==> src/logic/wb_pkg.sv <==
package wb_pkg;

    // ------------------------------------------------------------------------
    // data widths with a meaning of their own
    // ------------------------------------------------------------------------

    // register or memory data word
    typedef logic [31:0] word_t;

    // one byte of a word
    typedef logic [7:0] byte_t;

    // register write enable, one bit per byte lane
    typedef logic [3:0] byte_en_t;

    // register number
    typedef logic [4:0] reg_addr_t;

    // index of a byte inside a word
    typedef logic [1:0] lane_sel_t;

    // byte lanes in a register word
    localparam int NUM_LANES = 4;

    // ------------------------------------------------------------------------
    // writeback op and lane control codes
    // ------------------------------------------------------------------------

    typedef enum logic [3:0] {
        WB_NONE,
        WB_ALU,
        WB_LB,
        WB_LBU,
        WB_LH,
        WB_LHU,
        WB_LW,
        WB_LWL,
        WB_LWR
    } wb_op_t;

    // what a lane puts on its byte
    typedef enum logic [1:0] {
        LANE_MEM,
        LANE_SIGN,
        LANE_ZERO,
        LANE_KEEP
    } lane_mode_t;

endpackage

==> src/logic/wb_byte_lane.sv <==
`timescale 1ns/1ps

module wb_byte_lane (
    input  wb_pkg::word_t      lane_word,
    input  wb_pkg::lane_sel_t  lane_sel,
    input  wb_pkg::lane_mode_t lane_mode,
    input  logic               fill_sign,
    output wb_pkg::byte_t      lane_byte,
    output logic               lane_we
);

    wb_pkg::byte_t mem_byte;

    // selected byte of the incoming word
    assign mem_byte = lane_word[{lane_sel, 3'b000} +: 8];

    always_comb begin
        case (lane_mode)
            wb_pkg::LANE_MEM: begin
                lane_byte = mem_byte;
            end
            wb_pkg::LANE_SIGN: begin
                lane_byte = {8{fill_sign}};
            end
            // zero fill, and a kept lane drives zero as well
            default: begin
                lane_byte = 8'h00;
            end
        endcase
    end

    // kept lane leaves the old register byte in place
    assign lane_we = (lane_mode != wb_pkg::LANE_KEEP);

endmodule

==> src/logic/wb_stage_reg.sv <==
`timescale 1ns/1ps

module wb_stage_reg (
    input  logic                                       clk,
    input  logic                                       rst_n,
    input  logic                                       mem_valid,
    input  wb_pkg::word_t                              mem_pc,
    input  wb_pkg::wb_op_t                             mem_op,
    input  wb_pkg::reg_addr_t                          mem_wnum,
    input  wb_pkg::lane_sel_t                          mem_addr_lo,
    input  wb_pkg::word_t                              mem_load_data,
    input  wb_pkg::word_t                              mem_alu_data,
    output logic                                       wb_valid,
    output wb_pkg::word_t                              wb_pc,
    output wb_pkg::reg_addr_t                          wb_wnum,
    output wb_pkg::word_t                              lane_word,
    output wb_pkg::lane_sel_t  [wb_pkg::NUM_LANES-1:0] lane_sel,
    output wb_pkg::lane_mode_t [wb_pkg::NUM_LANES-1:0] lane_mode,
    output logic                                       fill_sign
);

    wb_pkg::wb_op_t     op_r;
    wb_pkg::lane_sel_t  addr_r;
    wb_pkg::word_t      data_r;
    wb_pkg::lane_sel_t  sign_idx;
    wb_pkg::lane_mode_t fill_mode;
    logic [2:0]         lane_sum;

    // ------------------------------------------------------------------------
    // mem to wb register
    // ------------------------------------------------------------------------

    always_ff @(posedge clk) begin
        if (!rst_n) begin
            wb_valid <= 1'b0;
            op_r     <= wb_pkg::WB_NONE;
        end else begin
            wb_valid <= mem_valid;
            if (mem_valid) begin
                op_r <= mem_op;
            end
        end
    end

    // alu result rides the same data path as a loaded word
    always_ff @(posedge clk) begin
        if (mem_valid) begin
            wb_pc   <= mem_pc;
            wb_wnum <= mem_wnum;
            addr_r  <= mem_addr_lo;
            data_r  <= (mem_op == wb_pkg::WB_ALU) ? mem_alu_data : mem_load_data;
        end
    end

    assign lane_word = data_r;

    // ------------------------------------------------------------------------
    // per-lane decode
    // ------------------------------------------------------------------------

    // sign bit sits at the top of byte a, or of byte a+1 for halfwords
    assign sign_idx  = (op_r == wb_pkg::WB_LH || op_r == wb_pkg::WB_LHU) ?
                       {addr_r[1], 1'b1} : addr_r;
    assign fill_sign = data_r[{sign_idx, 3'b111}];
    assign fill_mode = (op_r == wb_pkg::WB_LB || op_r == wb_pkg::WB_LH) ?
                       wb_pkg::LANE_SIGN : wb_pkg::LANE_ZERO;

    always_comb begin
        for (int i = 0; i < wb_pkg::NUM_LANES; i++) begin
            // lane index plus address, picks the byte for lwl and lwr
            lane_sum     = 3'(i) + {1'b0, addr_r};
            lane_sel[i]  = wb_pkg::lane_sel_t'(i);
            lane_mode[i] = wb_pkg::LANE_KEEP;
            case (op_r)
                wb_pkg::WB_ALU, wb_pkg::WB_LW: begin
                    lane_mode[i] = wb_pkg::LANE_MEM;
                end
                wb_pkg::WB_LB, wb_pkg::WB_LBU: begin
                    if (i == 0) begin
                        lane_sel[i]  = addr_r;
                        lane_mode[i] = wb_pkg::LANE_MEM;
                    end else begin
                        lane_mode[i] = fill_mode;
                    end
                end
                wb_pkg::WB_LH, wb_pkg::WB_LHU: begin
                    if (i < 2) begin
                        lane_sel[i]  = {addr_r[1], 1'b0} | wb_pkg::lane_sel_t'(i);
                        lane_mode[i] = wb_pkg::LANE_MEM;
                    end else begin
                        lane_mode[i] = fill_mode;
                    end
                end
                // upper lanes take the low bytes, i + a - 3
                wb_pkg::WB_LWL: begin
                    if (lane_sum >= 3'd3) begin
                        lane_sel[i]  = wb_pkg::lane_sel_t'(lane_sum + 3'd1);
                        lane_mode[i] = wb_pkg::LANE_MEM;
                    end
                end
                // lower lanes take the high bytes, i + a
                wb_pkg::WB_LWR: begin
                    if (lane_sum <= 3'd3) begin
                        lane_sel[i]  = lane_sum[1:0];
                        lane_mode[i] = wb_pkg::LANE_MEM;
                    end
                end
                default: begin
                    lane_mode[i] = wb_pkg::LANE_KEEP;
                end
            endcase
        end
    end

endmodule

==> src/logic/wb_result_merge.sv <==
`timescale 1ns/1ps

module wb_result_merge (
    input  logic                                  clk,
    input  logic                                  rst_n,
    input  logic                                  wb_valid,
    input  wb_pkg::word_t                         wb_pc,
    input  wb_pkg::reg_addr_t                     wb_wnum,
    input  wb_pkg::byte_t [wb_pkg::NUM_LANES-1:0] lane_bytes,
    input  wb_pkg::byte_en_t                      lane_we,
    output wb_pkg::byte_en_t                      rf_we,
    output wb_pkg::reg_addr_t                     rf_waddr,
    output wb_pkg::word_t                         rf_wdata,
    output wb_pkg::word_t                         debug_wb_pc,
    output wb_pkg::byte_en_t                      debug_wb_rf_wen,
    output wb_pkg::reg_addr_t                     debug_wb_rf_wnum,
    output wb_pkg::word_t                         debug_wb_rf_wdata
);

    logic wr_allowed;

    // ------------------------------------------------------------------------
    // register file write port
    // ------------------------------------------------------------------------

    // nothing is written for a bubble or for $0
    assign wr_allowed = wb_valid && (wb_wnum != 5'd0);
    assign rf_we      = wr_allowed ? lane_we : 4'b0000;
    assign rf_waddr   = wb_wnum;

    always_comb begin
        for (int i = 0; i < wb_pkg::NUM_LANES; i++) begin
            rf_wdata[8*i +: 8] = lane_bytes[i];
        end
    end

    // ------------------------------------------------------------------------
    // debug trace
    // ------------------------------------------------------------------------

    always_ff @(posedge clk) begin
        if (!rst_n) begin
            debug_wb_pc       <= 32'h0000_0000;
            debug_wb_rf_wen   <= 4'b0000;
            debug_wb_rf_wnum  <= 5'd0;
            debug_wb_rf_wdata <= 32'h0000_0000;
        end else begin
            debug_wb_rf_wen <= rf_we;
            // trace fields hold through bubbles
            if (wb_valid) begin
                debug_wb_pc       <= wb_pc;
                debug_wb_rf_wnum  <= wb_wnum;
                debug_wb_rf_wdata <= rf_wdata;
            end
        end
    end

endmodule

==> src/logic/reg_file.sv <==
`timescale 1ns/1ps

module reg_file (
    input  logic              clk,
    input  logic              rst_n,
    input  wb_pkg::byte_en_t  we,
    input  wb_pkg::reg_addr_t waddr,
    input  wb_pkg::word_t     wdata,
    input  wb_pkg::reg_addr_t rs_addr,
    input  wb_pkg::reg_addr_t rt_addr,
    output wb_pkg::word_t     rs_data,
    output wb_pkg::word_t     rt_data
);

    wb_pkg::word_t regs [32];

    // ------------------------------------------------------------------------
    // byte-enabled write
    // ------------------------------------------------------------------------

    always_ff @(posedge clk) begin
        if (!rst_n) begin
            for (int r = 0; r < 32; r++) begin
                regs[r] <= 32'h0000_0000;
            end
        end else begin
            for (int b = 0; b < wb_pkg::NUM_LANES; b++) begin
                if (we[b]) begin
                    regs[waddr][8*b +: 8] <= wdata[8*b +: 8];
                end
            end
        end
    end

    // ------------------------------------------------------------------------
    // read ports
    // ------------------------------------------------------------------------

    // $0 is hard-wired to zero
    assign rs_data = (rs_addr == 5'd0) ? 32'h0000_0000 : regs[rs_addr];
    assign rt_data = (rt_addr == 5'd0) ? 32'h0000_0000 : regs[rt_addr];

endmodule

==> src/logic/wb_top.sv <==
`timescale 1ns/1ps

module wb_top (
    input  logic              clk,
    input  logic              rst_n,
    input  logic              mem_valid,
    input  wb_pkg::word_t     mem_pc,
    input  wb_pkg::wb_op_t    mem_op,
    input  wb_pkg::reg_addr_t mem_wnum,
    input  wb_pkg::lane_sel_t mem_addr_lo,
    input  wb_pkg::word_t     mem_load_data,
    input  wb_pkg::word_t     mem_alu_data,
    input  wb_pkg::reg_addr_t rs_addr,
    input  wb_pkg::reg_addr_t rt_addr,
    output wb_pkg::word_t     rs_data,
    output wb_pkg::word_t     rt_data,
    output wb_pkg::word_t     debug_wb_pc,
    output wb_pkg::byte_en_t  debug_wb_rf_wen,
    output wb_pkg::reg_addr_t debug_wb_rf_wnum,
    output wb_pkg::word_t     debug_wb_rf_wdata
);

    // stage register outputs
    logic                                       wb_valid;
    wb_pkg::word_t                              wb_pc;
    wb_pkg::reg_addr_t                          wb_wnum;
    wb_pkg::word_t                              lane_word;
    wb_pkg::lane_sel_t  [wb_pkg::NUM_LANES-1:0] lane_sel;
    wb_pkg::lane_mode_t [wb_pkg::NUM_LANES-1:0] lane_mode;
    logic                                       fill_sign;

    // lane outputs
    wb_pkg::byte_t [wb_pkg::NUM_LANES-1:0]      lane_bytes;
    wb_pkg::byte_en_t                           lane_we;

    // register file write port
    wb_pkg::byte_en_t                           rf_we;
    wb_pkg::reg_addr_t                          rf_waddr;
    wb_pkg::word_t                              rf_wdata;

    wb_stage_reg wb_stage_reg_inst (
        .clk           (clk),
        .rst_n         (rst_n),
        .mem_valid     (mem_valid),
        .mem_pc        (mem_pc),
        .mem_op        (mem_op),
        .mem_wnum      (mem_wnum),
        .mem_addr_lo   (mem_addr_lo),
        .mem_load_data (mem_load_data),
        .mem_alu_data  (mem_alu_data),
        .wb_valid      (wb_valid),
        .wb_pc         (wb_pc),
        .wb_wnum       (wb_wnum),
        .lane_word     (lane_word),
        .lane_sel      (lane_sel),
        .lane_mode     (lane_mode),
        .fill_sign     (fill_sign)
    );

    // ------------------------------------------------------------------------
    // one aligner per register byte
    // ------------------------------------------------------------------------

    for (genvar g = 0; g < wb_pkg::NUM_LANES; g++) begin : gen_lane
        wb_byte_lane wb_byte_lane_inst (
            .lane_word (lane_word),
            .lane_sel  (lane_sel[g]),
            .lane_mode (lane_mode[g]),
            .fill_sign (fill_sign),
            .lane_byte (lane_bytes[g]),
            .lane_we   (lane_we[g])
        );
    end

    wb_result_merge wb_result_merge_inst (
        .clk               (clk),
        .rst_n             (rst_n),
        .wb_valid          (wb_valid),
        .wb_pc             (wb_pc),
        .wb_wnum           (wb_wnum),
        .lane_bytes        (lane_bytes),
        .lane_we           (lane_we),
        .rf_we             (rf_we),
        .rf_waddr          (rf_waddr),
        .rf_wdata          (rf_wdata),
        .debug_wb_pc       (debug_wb_pc),
        .debug_wb_rf_wen   (debug_wb_rf_wen),
        .debug_wb_rf_wnum  (debug_wb_rf_wnum),
        .debug_wb_rf_wdata (debug_wb_rf_wdata)
    );

    reg_file reg_file_inst (
        .clk     (clk),
        .rst_n   (rst_n),
        .we      (rf_we),
        .waddr   (rf_waddr),
        .wdata   (rf_wdata),
        .rs_addr (rs_addr),
        .rt_addr (rt_addr),
        .rs_data (rs_data),
        .rt_data (rt_data)
    );

endmodule

==> config.mk <==
export PLATFORM = sky130hd
export DESIGN_NAME = wb_top
export DESIGN_NICKNAME = d
export VERILOG_FILES = /design/src/logic/wb_pkg.sv /design/src/logic/wb_byte_lane.sv /design/src/logic/wb_stage_reg.sv /design/src/logic/wb_result_merge.sv /design/src/logic/reg_file.sv /design/src/logic/wb_top.sv
export SDC_FILE = /design/constraint.sdc
export NUM_CORES = 2
export LEC_CHECK = 0
export BUFFER_PORTS_ARGS = -buffer_cell sky130_fd_sc_hd__buf_4
export CORE_UTILIZATION = 40
export CTS_CLUSTER_DIAMETER = 150
export DETAILED_ROUTE_END_ITERATION = 16
export GPL_TIMING_DRIVEN = 0
export PLACE_DENSITY = 0.53
export SETUP_SLACK_MARGIN = 0.05
export SLEW_MARGIN = 20
export SYNTH_ARGS = -nofsm -noshare
export SYNTH_HDL_FRONTEND = slang
export SYNTH_HIERARCHICAL = 1
export SYNTH_SLANG_ARGS = --single-unit
==> constraint.sdc <==
create_clock -name clk -period 4.1 [get_ports clk]
set_input_delay 0.41 -clock clk [delete_from_list [all_inputs] [get_ports clk]]
set_output_delay 0.41 -clock clk [all_outputs]
set_load 0.05 [all_outputs]
==> Implementation_results.wiki <==
{| class="wikitable"
! Metric !! Value
|-
| Hold/Removal Path Class || in -> reg
|-
| Global routing usage summed across all routing layers || 0.3677
|-
| Worst setup startpoint || rt_addr[2]
|-
| Initial core utilization || 0.4035
|-
| Outcome || finished, violations left
|-
| Post-synthesis sequential area ratio || 0.5458
|-
| Worst reg-to-reg setup slack || roughly 0.10 ns
|-
| Wire length on met1 || between 100 and 150 mm
|-
| Number of distinct library cells after synthesis || 64
|-
| Slowest library cell on the worst path || nor3_1
|-
| WHS Path Cells || 1
|-
| Standard cell core area || 156400 sq um
|-
| Number of violations reported at the end of detailed-routing iteration 0 || between 7000 and 8000
|-
| Detail Route met3 WL || slightly above 40 mm
|-
| Worst setup path category || in -> out
|-
| Die width || ~400 um
|-
| Total DRC errors in the routed layout || 0
|-
| Boundary pin count || between 200 and 300
|-
| Top Layer Used || met5
|-
| Number of cells on the worst reg-to-reg path || 11
|-
| Setup skew after layout || between 0.02 and 0.025 ns
|-
| Number of fill cells || 13730
|-
| Flip-flop cell with the highest count after synthesis || edfxtp_1
|-
| Maximum single-stage delay on the critical path || between 0.6 and 0.7 ns
|-
| Clock slew seen by the registers of the worst setup and hold paths || around 0.060 ns
|-
| Vertical extent of the die || 399.2 um
|-
| Max FO, Critical Path || 10
|-
| Max-Slew Margin vs Limit || -0.006438
|-
| Drt wl/cell || 41.20 um
|-
| Library cell used as clock root buffer || clkbuf_16
|-
| Netlist area before placement || between 60000 and 70000 sq um
|-
| Area post-placement || around 69000 sq um
|-
| Cell Pwr Density || around 430 nW/um^2
|-
| Die area || between 150000 and 200000 sq um
|-
| Setup violations, final || 9
|-
| Number of nets with antenna violations after detailed routing || 0
|-
| Post-detailed-routing wire length || 294.3 mm
|-
| Portion of the clock cycle consumed by the worst path in the final layout || 1.032
|-
| Total Power || 0.03196 W
|-
| YS warnings || 6
|-
| Worst IR drop on VDD || ~0.00042 V
|-
| Nets in the synthesized netlist || between 4000 and 5000
|-
| Critical R2R Capture || reg_file_inst/regs[10][20]
|-
| Critical path required time || 3.69 ns
|-
| Number of port buffers || roughly 250
|-
| CP Capture Type || primary output
|-
| Fraction of registers with async set or reset after synthesis || 0
|-
| Final Hold Vio Count || 0
|-
| First-pass iteration count of the detailed router || 7
|-
| Termination of the worst setup path || rt_data[24]
|-
| Cell area after layout || roughly 75000 sq um
|-
| CTS tree || done
|-
| Final critical-path setup slack || -0.1294 ns
|-
| Clock latency on the worst-skew pair || between 0.8 and 0.9 ns
|-
| Number of standard-cell rows in the floorplan || ~150
|-
| Gate count after technology mapping || about 4400
|-
| Arr. time, crit path || about 3.8 ns
|-
| Routed via count || approximately 46000
|-
| Number of buffers created by CTS || 140
|-
| Crit path launch type || primary input
|-
| GP Congestion || about 1.0
|-
| Max-cap violations || 1
|-
| Start of the worst register-to-register path || wb_stage_reg_inst/addr_r[0]
|-
| Max-slew violation count || 11
|-
| Fmax || 236.4 MHz
|-
| Pin count of the biggest net entering global routing || 73
|-
| Fraction of layout cells with a size suffix above 1 || 0.2997
|-
| Placement Setup Slack || -0.8385 ns
|-
| DPL Wire Length || roughly 210 mm
|-
| Total global routing overflow || 0
|-
| Number of sinks on the clock net || around 1200
|-
| Average via count per standard cell || 6.474
|-
| WL met2 || roughly 130 mm
|-
| Violations in the final reports || max-capacitance violations, max-slew violations, negative setup slack
|-
| Number of H-tree levels || 4
|-
| Global-route wire length before repair || 389.4 mm
|-
| Time the worst path needs with I/O delays and setup || roughly 4.2 ns
|-
| Number of global-route vias before repair || about 44000
|-
| Flops & latches, synth || about 1200
|-
| Number of antenna violations at the first check in global routing || 18
|-
| Leakage power of the design || 27.28 nW
|-
| Average cell area after synthesis || approximately 14 sq um
|-
| Buffer depth of the longest clock path || 3
|-
| Setup repair after global routing missed its margin || true
|-
| Layout area overhead || 18.46%
|-
| Number of flops mapped to enable cells by yosys || about 1100
|-
| Critical Path, Cell by Cell || buf_4 -> buf_2 -> buf_2 -> nand3b_1 -> clkbuf_2 -> o221ai_1 -> a211oi_2 -> nor3_1 -> buf_4
|-
| Final layout net count || slightly above 5000
|-
| Slew at the pin closest to its max-slew limit || around 1.5 ns
|}
## flip-flops by register name, summed over array words and instances, names as in the netlist
register and count:
wb_stage_reg_inst/op_r 4, wb_result_merge_inst/debug_wb_pc 32, wb_result_merge_inst/debug_wb_rf_wdata 32, wb_result_merge_inst/debug_wb_rf_wen 4
wb_result_merge_inst/debug_wb_rf_wnum 5, wb_stage_reg_inst/lane_word 32, wb_stage_reg_inst/wb_valid 1, wb_stage_reg_inst/wb_pc 32
wb_stage_reg_inst/wb_wnum 5, wb_stage_reg_inst/addr_r 2, reg_file_inst/regs 1024
## through the flow
stage / instances / hold WS [ns] / TNS (ns) / utilization
floorplan: 4361 / 0.4786 / 0 / -
global placement: 6670 / 0.4838 / -504.60 / 0.4320
detailed placement: 6767 / 0.4941 / -32.92 / 0.4389
CTS: 7133 / 0.2667 / 0 / 0.4765
global route: 7134 / 0.2903 / -0.002622 / 0.4779
finish: 7143 / 0.2818 / -0.3346 / 0.4780
## layout make-up
type / instances / area, sq um / area share
repair buffers: 458 / 3869 / 0.05175
clock buffers: 168 / 3628 / 0.04854
inverters: 7 / 26.28 / 0.0003515
well taps: 2058 / 2575 / 0.03445
clock inverters: 90 / 947.2 / 0.01267
multi-input cells: 2779 / 26840 / 0.3591
flip-flops and latches: 1173 / 34440 / 0.4607
plain buffers: 400 / 2397 / 0.03207
diodes: 10 / 25.02 / 0.0003347
## critical path: cells and delay by family
| family | cells | cell delay (ns) |
|---|---|---|
| and+or+nand+nor | 2 | 0.80 |
| AOI/OAI and AO/OA | 2 | 0.56 |
| buffers and inverters | 5 | 2.02 |
## synthesized netlist by cell type (46+ instances only)
library cell,count,area (sq um)
edfxtp_1,1095,32880
and2_1,1031,6450
mux4_2,460,10360
mux2i_1,233,2332
clkbuf_1,224,840.8
nor2_1,138,518.0
o21ai_0,137,685.7
mux2_2,116,1306
nor2b_1,96,600.6
nand2_1,92,345.3
buf_4,85,638.1
o22ai_1,83,519.3
dfxtp_1,78,1562
nor3_1,61,305.3
a22o_1,55,481.7
a22oi_1,51,382.9
buf_2,46,230.2
## placed cells by master (no fill, tap or decap), types with 96 or more instances in the layout
| cell type | instances |
|---|---|
| edfxtp_1 | 1095 |
| and2_1 | 1030 |
| mux4_2 | 460 |
| buf_4 | 426 |
| mux2i_1 | 233 |
| clkbuf_1 | 174 |
| clkbuf_16 | 140 |
| nor2_1 | 126 |
| mux2_2 | 116 |
| dlygate4sd3_1 | 108 |
| nor2b_1 | 96 |
## report_power, final
part	switching (W)	total (W)	internal, W
clock network	0.00550	0.0127	0.00719
logic	0.00373	0.00545	0.00172
registers	0.000303	0.0138	0.0135
## how the worst min path moves through the flow
stage | startpoint | slack, ns | end
2_1_floorplan | wb_stage_reg_inst/wb_pc[28] | 0.48 | wb_result_merge_inst/debug_wb_pc[28]
4_1_cts | mem_pc[23] | 0.27 | wb_stage_reg_inst/wb_pc[23]
3_5_place_dp | wb_stage_reg_inst/wb_pc[15] | 0.49 | wb_result_merge_inst/debug_wb_pc[15]
3_3_place_gp | wb_stage_reg_inst/wb_pc[1] | 0.48 | wb_result_merge_inst/debug_wb_pc[1]
6_report | mem_valid | 0.28 | wb_stage_reg_inst/wb_pc[9]
5_1_grt | mem_pc[19] | 0.29 | wb_stage_reg_inst/wb_pc[19]
## metal layers
metal / vias up / track usage
met2: 3636 / 0.5276
met3: 749 / 0.1427
met1: 23820 / 0.4733
li1: 18020 / -
met4: 14 / 0.2082
met5: - / 0
## timing repair
action | 4_1_cts | 5_1_grt
setup buffers | 2 | 0
pin swaps | 1 | 0
gates cloned | 0 | 0
hold endpoints to repair | 76 | 0
hold buffers | 108 | 0
setup endpoints to repair | 555 | 659
gates resized for setup | 74 | 67
## kinds of logic after synthesis
kind of cell,share of synthesized area
AOI/OAI and AO/OA,0.05266
buffers and inverters,0.03652
muxes,0.2265
and+or+nand+nor,0.1370
adders and majority gates,0.001388
xor gates and xnor gates,0.0001388
DFF,0.5458
No activity file was read; power rests on OpenSTA's default activity.
